<file path="config.mk">
export PLATFORM = sky130hd
export DESIGN_NAME = exec_top
export DESIGN_NICKNAME = d
export VERILOG_FILES = /design/src/hw/rv64_pkg.sv /design/src/hw/alu.sv /design/src/hw/alu_decoder.sv /design/src/hw/exec_ctrl.sv /design/src/hw/exec_top.sv
export VERILOG_INCLUDE_DIRS = /design/src /design/src/hw
export SDC_FILE = /design/constraint.sdc
export NUM_CORES = 2
export LEC_CHECK = 0
export BUFFER_PORTS_ARGS = -buffer_cell sky130_fd_sc_hd__buf_2
export CELL_PAD_IN_SITES_DETAIL_PLACEMENT = 1
export CELL_PAD_IN_SITES_GLOBAL_PLACEMENT = 2
export CORE_ASPECT_RATIO = 0.8
export CORE_MARGIN = 8
export CORE_UTILIZATION = 40
export CTS_BUF_LIST = sky130_fd_sc_hd__clkbuf_8
export DETAILED_ROUTE_END_ITERATION = 10
export HOLD_SLACK_MARGIN = 0.05
export PLACE_DENSITY = 0.9
export SLEW_MARGIN = 20
export SYNTH_ARGS = -nofsm -noshare
export SYNTH_HDL_FRONTEND = slang
export SYNTH_SLANG_ARGS = --single-unit
</file>
<file path="constraint.sdc">
create_clock -name clk -period 58.3 [get_ports clk]
set_input_delay 8.745 -clock clk [delete_from_list [all_inputs] [get_ports clk]]
set_output_delay 8.745 -clock clk [all_outputs]
set_load 0.005 [all_outputs]
</file>
<file path="src/hw/rv64_defs.svh">
`ifndef RV64_DEFS_SVH
`define RV64_DEFS_SVH

// datapath widths
`define XLEN      64
`define ILEN      32      // instruction word
`define SHAMT_W   6       // 64-bit shifts
`define SHAMT_W32 5       // register forms of the word shifts

// major opcodes handled by the execute block
`define OPC_OP        7'b0110011
`define OPC_OP_IMM    7'b0010011
`define OPC_OP_32     7'b0111011
`define OPC_OP_IMM_32 7'b0011011
`define OPC_JAL       7'b1101111
`define OPC_JALR      7'b1100111

`endif

</file>
<file path="src/hw/rv64_pkg.sv">
`include "rv64_defs.svh"

package rv64_pkg;

	typedef logic [`ILEN-1:0] u32;
	typedef logic [`XLEN-1:0] u64;

	typedef enum logic [4:0] {
		ALU_ADD,
		ALU_SUB,
		ALU_AND,
		ALU_OR,
		ALU_XOR,
		ALU_S_LESS,      // slt
		ALU_U_LESS,      // sltu
		ALU_L_SL,
		ALU_L_SR,
		ALU_A_SR,
		// word forms, register amount
		ALU_ADDW,
		ALU_SUBW,
		ALU_L_SLW,
		ALU_L_SRW,
		ALU_A_SRW,
		// word forms, immediate amount
		ALU_ADDIW,
		ALU_L_SLIW,
		ALU_L_SRIW,
		ALU_A_SRIW,
		ALU_B,           // branch compare path, never selected here
		ALU_LINK,        // passes operand b
		ALU_RS1_ADD_0,   // passes rs1
		ALU_CSRRC
	} alufunc_t;

	typedef struct packed {
		logic [6:0] funct7;
		logic [4:0] rs2;
		logic [4:0] rs1;
		logic [2:0] funct3;
		logic [4:0] rd;
		logic [6:0] opcode;
	} r_type_t;

	typedef struct packed {
		logic [11:0] imm;
		logic [4:0]  rs1;
		logic [2:0]  funct3;
		logic [4:0]  rd;
		logic [6:0]  opcode;
	} i_type_t;

	// same word, two field layouts
	typedef union packed {
		r_type_t r;
		i_type_t i;
	} instr_u;

	typedef enum logic [1:0] {
		OPB_RS2,
		OPB_IMM,
		OPB_PC_PLUS4
	} opb_sel_t;

endpackage

</file>
<file path="src/hw/alu.sv">
`timescale 1ns/1ps
`include "rv64_defs.svh"

module alu
	import rv64_pkg::*;
(
	input  logic     clk,      // only for the check below
	input  u64       rd1,
	input  u64       rd2,
	input  alufunc_t ALUOP,
	output u64       ALU_out
);

	u64 result;
	u32 result_32;

	// sign-extend a 32-bit word result to XLEN
	function automatic u64 sext_w(input u32 v);
		return {{(`XLEN-32){v[31]}}, v};
	endfunction

	always_comb begin
		result    = '0;
		result_32 = '0;
		ALU_out   = '0;
		unique case (ALUOP)
			ALU_ADD:    ALU_out = rd1 + rd2;
			ALU_SUB:    ALU_out = rd1 - rd2;
			ALU_AND:    ALU_out = rd1 & rd2;
			ALU_OR:     ALU_out = rd1 | rd2;
			ALU_XOR:    ALU_out = rd1 ^ rd2;
			ALU_S_LESS: begin
				ALU_out = {{(`XLEN-1){1'b0}}, $signed(rd1) < $signed(rd2)};
			end
			ALU_U_LESS: begin
				ALU_out = {{(`XLEN-1){1'b0}}, rd1 < rd2};
			end
			ALU_L_SL:   ALU_out = rd1 << rd2[`SHAMT_W-1:0];
			ALU_L_SR:   ALU_out = rd1 >> rd2[`SHAMT_W-1:0];
			ALU_A_SR:   ALU_out = $signed(rd1) >>> rd2[`SHAMT_W-1:0];
			ALU_ADDW: begin
				result  = rd1 + rd2;
				ALU_out = sext_w(result[31:0]);
			end
			ALU_SUBW: begin
				result  = rd1 - rd2;
				ALU_out = sext_w(result[31:0]);
			end
			ALU_L_SLW: begin
				result_32 = rd1[31:0] << rd2[`SHAMT_W32-1:0];
				ALU_out   = sext_w(result_32);
			end
			ALU_L_SRW: begin
				result_32 = rd1[31:0] >> rd2[`SHAMT_W32-1:0];
				ALU_out   = sext_w(result_32);
			end
			ALU_A_SRW: begin
				// low word is shifted before widening
				result_32 = $signed(rd1[31:0]) >>> rd2[`SHAMT_W32-1:0];
				ALU_out   = sext_w(result_32);
			end
			ALU_ADDIW: begin
				result  = rd1 + rd2;
				ALU_out = sext_w(result[31:0]);
			end
			ALU_L_SLIW: begin
				result  = rd1 << rd2[`SHAMT_W-1:0];
				ALU_out = sext_w(result[31:0]);
			end
			ALU_L_SRIW: begin
				result_32 = rd1[31:0] >> rd2[`SHAMT_W-1:0];
				ALU_out   = sext_w(result_32);
			end
			ALU_A_SRIW: begin
				result_32 = $signed(rd1[31:0]) >>> rd2[`SHAMT_W-1:0];
				ALU_out   = sext_w(result_32);
			end
			ALU_B:         ALU_out = '0;   // compare lives in the branch unit
			ALU_LINK:      ALU_out = rd2;
			ALU_RS1_ADD_0: ALU_out = rd1;
			ALU_CSRRC: begin
				// clear mask applied to the low field only
				ALU_out = (rd2 & ~rd1) & `XLEN'h0f;
			end
			default:       ALU_out = '0;
		endcase
	end

	// decoder must always hand over a defined function
	a_aluop_known: assert property (@(posedge clk) !$isunknown(ALUOP))
		else $error("alu: function select is unknown");

endmodule

</file>
<file path="src/hw/alu_decoder.sv">
`timescale 1ns/1ps
`include "rv64_defs.svh"

module alu_decoder
	import rv64_pkg::*;
(
	input  instr_u   instr,
	input  u64       rs2_val,
	input  u64       pc,
	output alufunc_t alu_op,
	output u64       op_b,
	output logic     illegal
);

	opb_sel_t   sel;
	logic [6:0] f7;
	logic [2:0] f3;
	logic       alt;      // bit 30 picks sub / sra
	logic       f7_ok;

	assign f7  = instr.r.funct7;
	assign f3  = instr.r.funct3;
	assign alt = instr.r.funct7[5];

	// 0x20 is only meaningful for add/sub and the right shifts
	assign f7_ok = (f7 == 7'h00) || (f7 == 7'h20 && (f3 == 3'b000 || f3 == 3'b101));

	always_comb begin
		alu_op  = ALU_LINK;
		sel     = OPB_RS2;
		illegal = 1'b0;
		case (instr.r.opcode)
			`OPC_OP: begin
				illegal = !f7_ok;
				case (f3)
					3'b000: alu_op = alt ? ALU_SUB : ALU_ADD;
					3'b001: alu_op = ALU_L_SL;
					3'b010: alu_op = ALU_S_LESS;
					3'b011: alu_op = ALU_U_LESS;
					3'b100: alu_op = ALU_XOR;
					3'b101: alu_op = alt ? ALU_A_SR : ALU_L_SR;
					3'b110: alu_op = ALU_OR;
					default: alu_op = ALU_AND;
				endcase
			end
			`OPC_OP_IMM: begin
				sel = OPB_IMM;
				case (f3)
					3'b000: alu_op = ALU_ADD;
					3'b010: alu_op = ALU_S_LESS;
					3'b011: alu_op = ALU_U_LESS;
					3'b100: alu_op = ALU_XOR;
					3'b110: alu_op = ALU_OR;
					3'b111: alu_op = ALU_AND;
					3'b001: begin
						alu_op  = ALU_L_SL;
						illegal = instr.i.imm[11:6] != 6'h00;
					end
					default: begin   // srli / srai
						alu_op  = alt ? ALU_A_SR : ALU_L_SR;
						illegal = instr.i.imm[11:6] != 6'h00 && instr.i.imm[11:6] != 6'h10;
					end
				endcase
			end
			`OPC_OP_32: begin
				illegal = !f7_ok;
				case (f3)
					3'b000: alu_op = alt ? ALU_SUBW : ALU_ADDW;
					3'b001: alu_op = ALU_L_SLW;
					3'b101: alu_op = alt ? ALU_A_SRW : ALU_L_SRW;
					default: illegal = 1'b1;
				endcase
			end
			`OPC_OP_IMM_32: begin
				sel = OPB_IMM;
				case (f3)
					3'b000: alu_op = ALU_ADDIW;
					3'b001: begin
						alu_op  = ALU_L_SLIW;
						illegal = f7 != 7'h00;       // also catches bit 25
					end
					3'b101: begin
						alu_op  = alt ? ALU_A_SRIW : ALU_L_SRIW;
						illegal = !f7_ok;
					end
					default: illegal = 1'b1;
				endcase
			end
			`OPC_JAL, `OPC_JALR: sel = OPB_PC_PLUS4;   // link value
			default: illegal = 1'b1;
		endcase
		if (illegal) begin
			alu_op = ALU_LINK;
			sel    = OPB_RS2;
		end
	end

	always_comb begin
		case (sel)
			OPB_IMM:      op_b = {{(`XLEN-12){instr.i.imm[11]}}, instr.i.imm};
			OPB_PC_PLUS4: op_b = pc + `XLEN'd4;
			default:      op_b = rs2_val;
		endcase
	end

endmodule

</file>
<file path="src/hw/exec_ctrl.sv">
`timescale 1ns/1ps

module exec_ctrl
	import rv64_pkg::*;
(
	input  logic   clk,
	input  logic   reset,
	input  logic   req,
	input  u32     instr,
	input  u64     rs1_val,
	input  u64     rs2_val,
	input  u64     pc,
	input  u64     alu_result,
	input  logic   dec_illegal,
	output logic   ack,
	output u64     result,
	output logic   illegal,
	output instr_u q_instr,
	output u64     q_rs1,
	output u64     q_rs2,
	output u64     q_pc
);

	typedef enum logic [1:0] {
		S_IDLE,
		S_EXEC,
		S_DONE
	} state_t;

	state_t state;

	always_ff @(posedge clk) begin
		if (reset) begin
			state   <= S_IDLE;
			ack     <= 1'b0;
			result  <= '0;
			illegal <= 1'b0;
		end else begin
			case (state)
				S_IDLE: if (req) state <= S_EXEC;
				S_EXEC: begin
					result  <= dec_illegal ? '0 : alu_result;   // zero on illegal
					illegal <= dec_illegal;
					ack     <= 1'b1;
					state   <= S_DONE;
				end
				S_DONE: begin
					if (!req) begin      // hold ack while req stays up
						ack   <= 1'b0;
						state <= S_IDLE;
					end
				end
				default: state <= S_IDLE;
			endcase
		end
	end

	// request capture
	always_ff @(posedge clk) begin
		if (state == S_IDLE && req) begin
			q_instr <= instr;
			q_rs1   <= rs1_val;
			q_rs2   <= rs2_val;
			q_pc    <= pc;
		end
	end

	a_ack_from_exec: assert property (@(posedge clk) disable iff (reset)
		$rose(ack) |-> $past(state) == S_EXEC);

	a_req_held: assert property (@(posedge clk) disable iff (reset)
		state == S_EXEC |-> req)
		else $error("exec_ctrl: req dropped before ack");

	a_ack_after_req: assert property (@(posedge clk) disable iff (reset)
		$fell(ack) |-> !$past(req));

endmodule

</file>
<file path="src/hw/exec_top.sv">
`timescale 1ns/1ps

module exec_top
	import rv64_pkg::*;
(
	input  logic clk,
	input  logic reset,
	input  logic req,
	input  u32   instr,
	input  u64   rs1_val,
	input  u64   rs2_val,
	input  u64   pc,
	output logic ack,
	output u64   result,
	output logic illegal
);

	instr_u   q_instr;
	u64       q_rs1;
	u64       q_rs2;
	u64       q_pc;
	alufunc_t alu_op;
	u64       op_b;
	u64       alu_out;
	logic     dec_illegal;

	exec_ctrl ctrl_i (
		.clk         (clk),
		.reset       (reset),
		.req         (req),
		.instr       (instr),
		.rs1_val     (rs1_val),
		.rs2_val     (rs2_val),
		.pc          (pc),
		.alu_result  (alu_out),
		.dec_illegal (dec_illegal),
		.ack         (ack),
		.result      (result),
		.illegal     (illegal),
		.q_instr     (q_instr),
		.q_rs1       (q_rs1),
		.q_rs2       (q_rs2),
		.q_pc        (q_pc)
	);

	alu_decoder dec_i (
		.instr   (q_instr),
		.rs2_val (q_rs2),
		.pc      (q_pc),
		.alu_op  (alu_op),
		.op_b    (op_b),
		.illegal (dec_illegal)
	);

	alu alu_i (
		.clk     (clk),
		.rd1     (q_rs1),
		.rd2     (op_b),
		.ALUOP   (alu_op),
		.ALU_out (alu_out)
	);

endmodule

</file>
==> flow_metrics.tcl <==
set metrics [dict create \
    outcome "completed" \
    cp_max_fo 32 \
    cp_common_cell "a221oi_1" \
    synth_cell_types 102 \
    antenna_found_initial 23 \
    cp-start-kind "input pin" \
    slowest_delay_ns 0.64 \
    syn_inst 4710 \
    yosysTopAreaCell "edfxtp_1" \
    grt_use_met3_pct 25.2 \
    dieArea_mm2 0.0975 \
    viasPerCell 7.42 \
    grt_pass1_wl_mm 332 \
    nFillCells 10877 \
    hpwl_mm 188 \
    slew_violations 0 \
    drt-initial-drc-count 7675 \
    p_total_uw 868 \
    min_from "ctrl_i.result[16]$_SDFFE_PP0P_" \
    h-tree-depth 2 \
    floorplan.initialDensity_pct 40.2 \
    cp.required_ns 58.90 \
    fp-row-count 97 \
    crit_start "reset" \
    min_period_ns 11.28 \
    cts_buffer_depth 3 \
    synth_edf_count 214 \
    hold_end "ctrl_i.result[16]$_SDFFE_PP0P_" \
    drive_gt1_share_pct 14.1 \
    use_met1_pct 61.5 \
    vias 44936 \
    final_cells 6054 \
    post_cts_buffers 0 \
    fin_nets 5281 \
    synthesis.nets 5128 \
    gp_congestion 1.14 \
    grt_busiest_layer "met2" \
    insertion_delay_ns 0.79 \
    hold_violations 0 \
    rr_worst_depth 23 \
    crit_path_end_kind "flip-flop" \
    setup_viol 0 \
    synth_top_area_share_pct 18.3 \
    numCtsBuffers 53 \
    r2r_setup_slack_ns 47.58 \
    antenna_left 0 \
    rsz0062_at_grt "no" \
    worst_pin_slew_ns 1.36 \
    yosysWarnings 0 \
    placed_cells 5944 \
    fmax_mhz 88.6 \
    ys_ff_latch 282 \
    r2r-end "ctrl_i.result[41]$_SDFFE_PP0P_" \
    core_mm2 0.0873 \
    critical_path_arrival_ns 11.88 \
    drv_cap 0 \
    ioPinCount 293 \
    grt_overflow 0 \
    async_flop_share_pct 0 \
    placed_area_mm2 0.0379 \
    final_design_area_no_fill_mm2 0.0391 \
    die_h_um 281 \
    power_density_mw_per_mm2 22.2 \
    whs_ns 0.459 \
    grt_start_max_net_pins 83 \
    timing.slew.headroom_pct 8.64 \
    cts_root_buf "clkbuf_8" \
    grt_use_met2_pct 61.7 \
    avgSynthCellArea_um2 7.45 \
    grt_pass1_vias 42837 \
    crit_chain "buf_2, nor2_4, buf_4, nand2_1, o21ai_0, a221oi_1, nor3b_1, o2111ai_1, a221oi_1, a21oi_1" \
    io_buffers 282 \
    die_w_um 347 \
    drc 0 \
    skew_ns 0.0675 \
    syn_area_mm2 0.0351 \
    syn_to_final_growth_pct 11.5 \
    routed_wl_mm 240 \
    finalSetupTns_ns 0 \
    synthTopCellsByArea "edfxtp_1, a21oi_1, ha_1, o21ai_0, mux2i_1" \
    max-vdd-ir-drop_mv 0.0243 \
    post_drt_wl_per_cell_um 39.7 \
    cpMaxStageDelayCell "nor3b_1" \
    r2r-start "ctrl_i.q_instr[2]$_DFFE_PP_" \
    clk_pin_slew_ns 0.07 \
    grtUsageTotal_pct 46.7 \
    criticalPathCategory "input pin to flip-flop" \
    period_share_pct 19.4 \
    first_pass_iters 7 \
    leakage_nw 15.4 \
    ys_seq_area_share_pct 22.2 \
    hold_depth 2 \
    hold_path.class "flip-flop to flip-flop" \
    ctsResizeCount 0 \
    cts_tree "yes" \
    synth_ff_type "edfxtp_1" \
    cts_hold_buffers 0 \
    cts_num_sinks 282 \
]
-- cell usage after synthesis (20+ instances only) --
master and number:
o21a_1 32, a221o_1 26, xnor2_1 71, a31oi_1 67, nor4_1 50, edfxtp_1 214, a32oi_1 24, o31ai_1 43
buf_1 36, a211o_1 25, o211ai_1 75, buf_2 77, a21o_1 59, mux2i_1 180, a221oi_1 59, or3_1 35
ha_1 191, nand4_1 68, dfxtp_1 68, o21bai_1 40, o2111ai_1 20, and3_1 43, o22ai_1 61, mux2_2 46
nand2b_1 39, a21oi_1 484, nor2_1 366, a22oi_1 68, nand2_1 458, and2_1 25, xor2_1 20, inv_1 222
a2111oi_0 22, a211oi_1 70, o21ai_0 361, nor2b_1 31, o311ai_0 20, o221ai_1 52, nand3_1 152, clkbuf_1 233
nor3_1 151
-- cell usage in the layout, fill, tap and decap left out, types with 68 or more instances in the layout --
master	synthesis	final
a21oi_1	484	481
inv_1	222	229
buf_4	11	174
edfxtp_1	214	214
a211oi_1	70	69
nand3_1	152	152
buf_2	77	283
nor2_1	366	360
o211ai_1	75	75
a22oi_1	68	68
mux2i_1	180	180
nand4_1	68	68
ha_1	191	189
xnor2_1	71	71
dfxtp_1	68	68
nand2_1	458	456
nor3_1	151	147
o21ai_0	361	358
-- flip-flops by register name, summed over array words and instances (netlist names) --
name	cells
ctrl_i.q_pc	64
ctrl_i.q_rs1	64
ctrl_i.q_rs2	64
ctrl_i.result	64
ctrl_i.q_instr	22
ctrl_i.state	2
ctrl_i.ack	1
ctrl_i.illegal	1
-- area by class of cell --
class,count,area [µm²],share of cell area (%)
well taps,1138,1420,3.64
repair buffers,458,2730,6.98
inverters,229,863,2.21
clock buffers,53,729,1.87
flip-flops and latches,282,7790,19.9
clock inverters,44,422,1.08
multi-input cells,3839,25100,64.2
diodes,11,27.5,0.0704
-- logic make-up after synthesis --
kind of cell | count (synthesis) | share of synthesized area, %
buf+inv | 589 | 6.76
flops | 282 | 22.2
fa+ha+maj | 193 | 6.87
mux | 232 | 7.00
simple gates | 1508 | 20.5
compound gates | 1815 | 34.4
xor+xnor | 91 | 2.27
-- power breakdown --
part | switching (mW) | internal (mW) | leakage (nW) | total (mW)
clock network | 0.113 | 0.118 | 0.611 | 0.231
registers | 0.0144 | 0.230 | 2.60 | 0.244
logic | 0.286 | 0.107 | 12.2 | 0.393
total | 0.414 | 0.455 | 15.4 | 0.868
-- worst max-delay path by stage --
stage | end | cells after the start | slack, ns
floorplan | ctrl_i.q_instr[0]$_DFFE_PP_ | 1 | 33.20
global placement | ctrl_i.result[17]$_SDFFE_PP0P_ | 10 | 46.53
detailed placement | ctrl_i.result[17]$_SDFFE_PP0P_ | 10 | 46.49
CTS | ctrl_i.result[17]$_SDFFE_PP0P_ | 10 | 47.27
global route | ctrl_i.result[19]$_SDFFE_PP0P_ | 10 | 47.24
finish | ctrl_i.result[19]$_SDFFE_PP0P_ | 10 | 47.02
-- worst max-delay path: cells and delay by family --
kind / cells / cell delay (ns)
AO/OA/AOI/OAI: 5 / 1.80
buffers and inverters: 2 / 0.38
AND/OR/NAND/NOR: 3 / 0.89
-- through the flow --
stage	setup slack, ns	utilization, %
6_report	47.02	44.8
5_1_grt	47.24	44.8
4_1_cts	47.27	44.7
3_5_place_dp	46.49	43.4
3_3_place_gp	46.53	43.4
2_1_floorplan	33.20	-
-- metal layers --
| layer | share of wire (%) | up-vias |
|---|---|---|
| met2 | 37 | 3653 |
| met5 | 0.11 | - |
| li1 | - | 18247 |
| met1 | 40 | 22203 |
| met4 | 5.7 | 38 |
| met3 | 17 | 795 |
No activity file was read; power rests on OpenSTA's default activity.
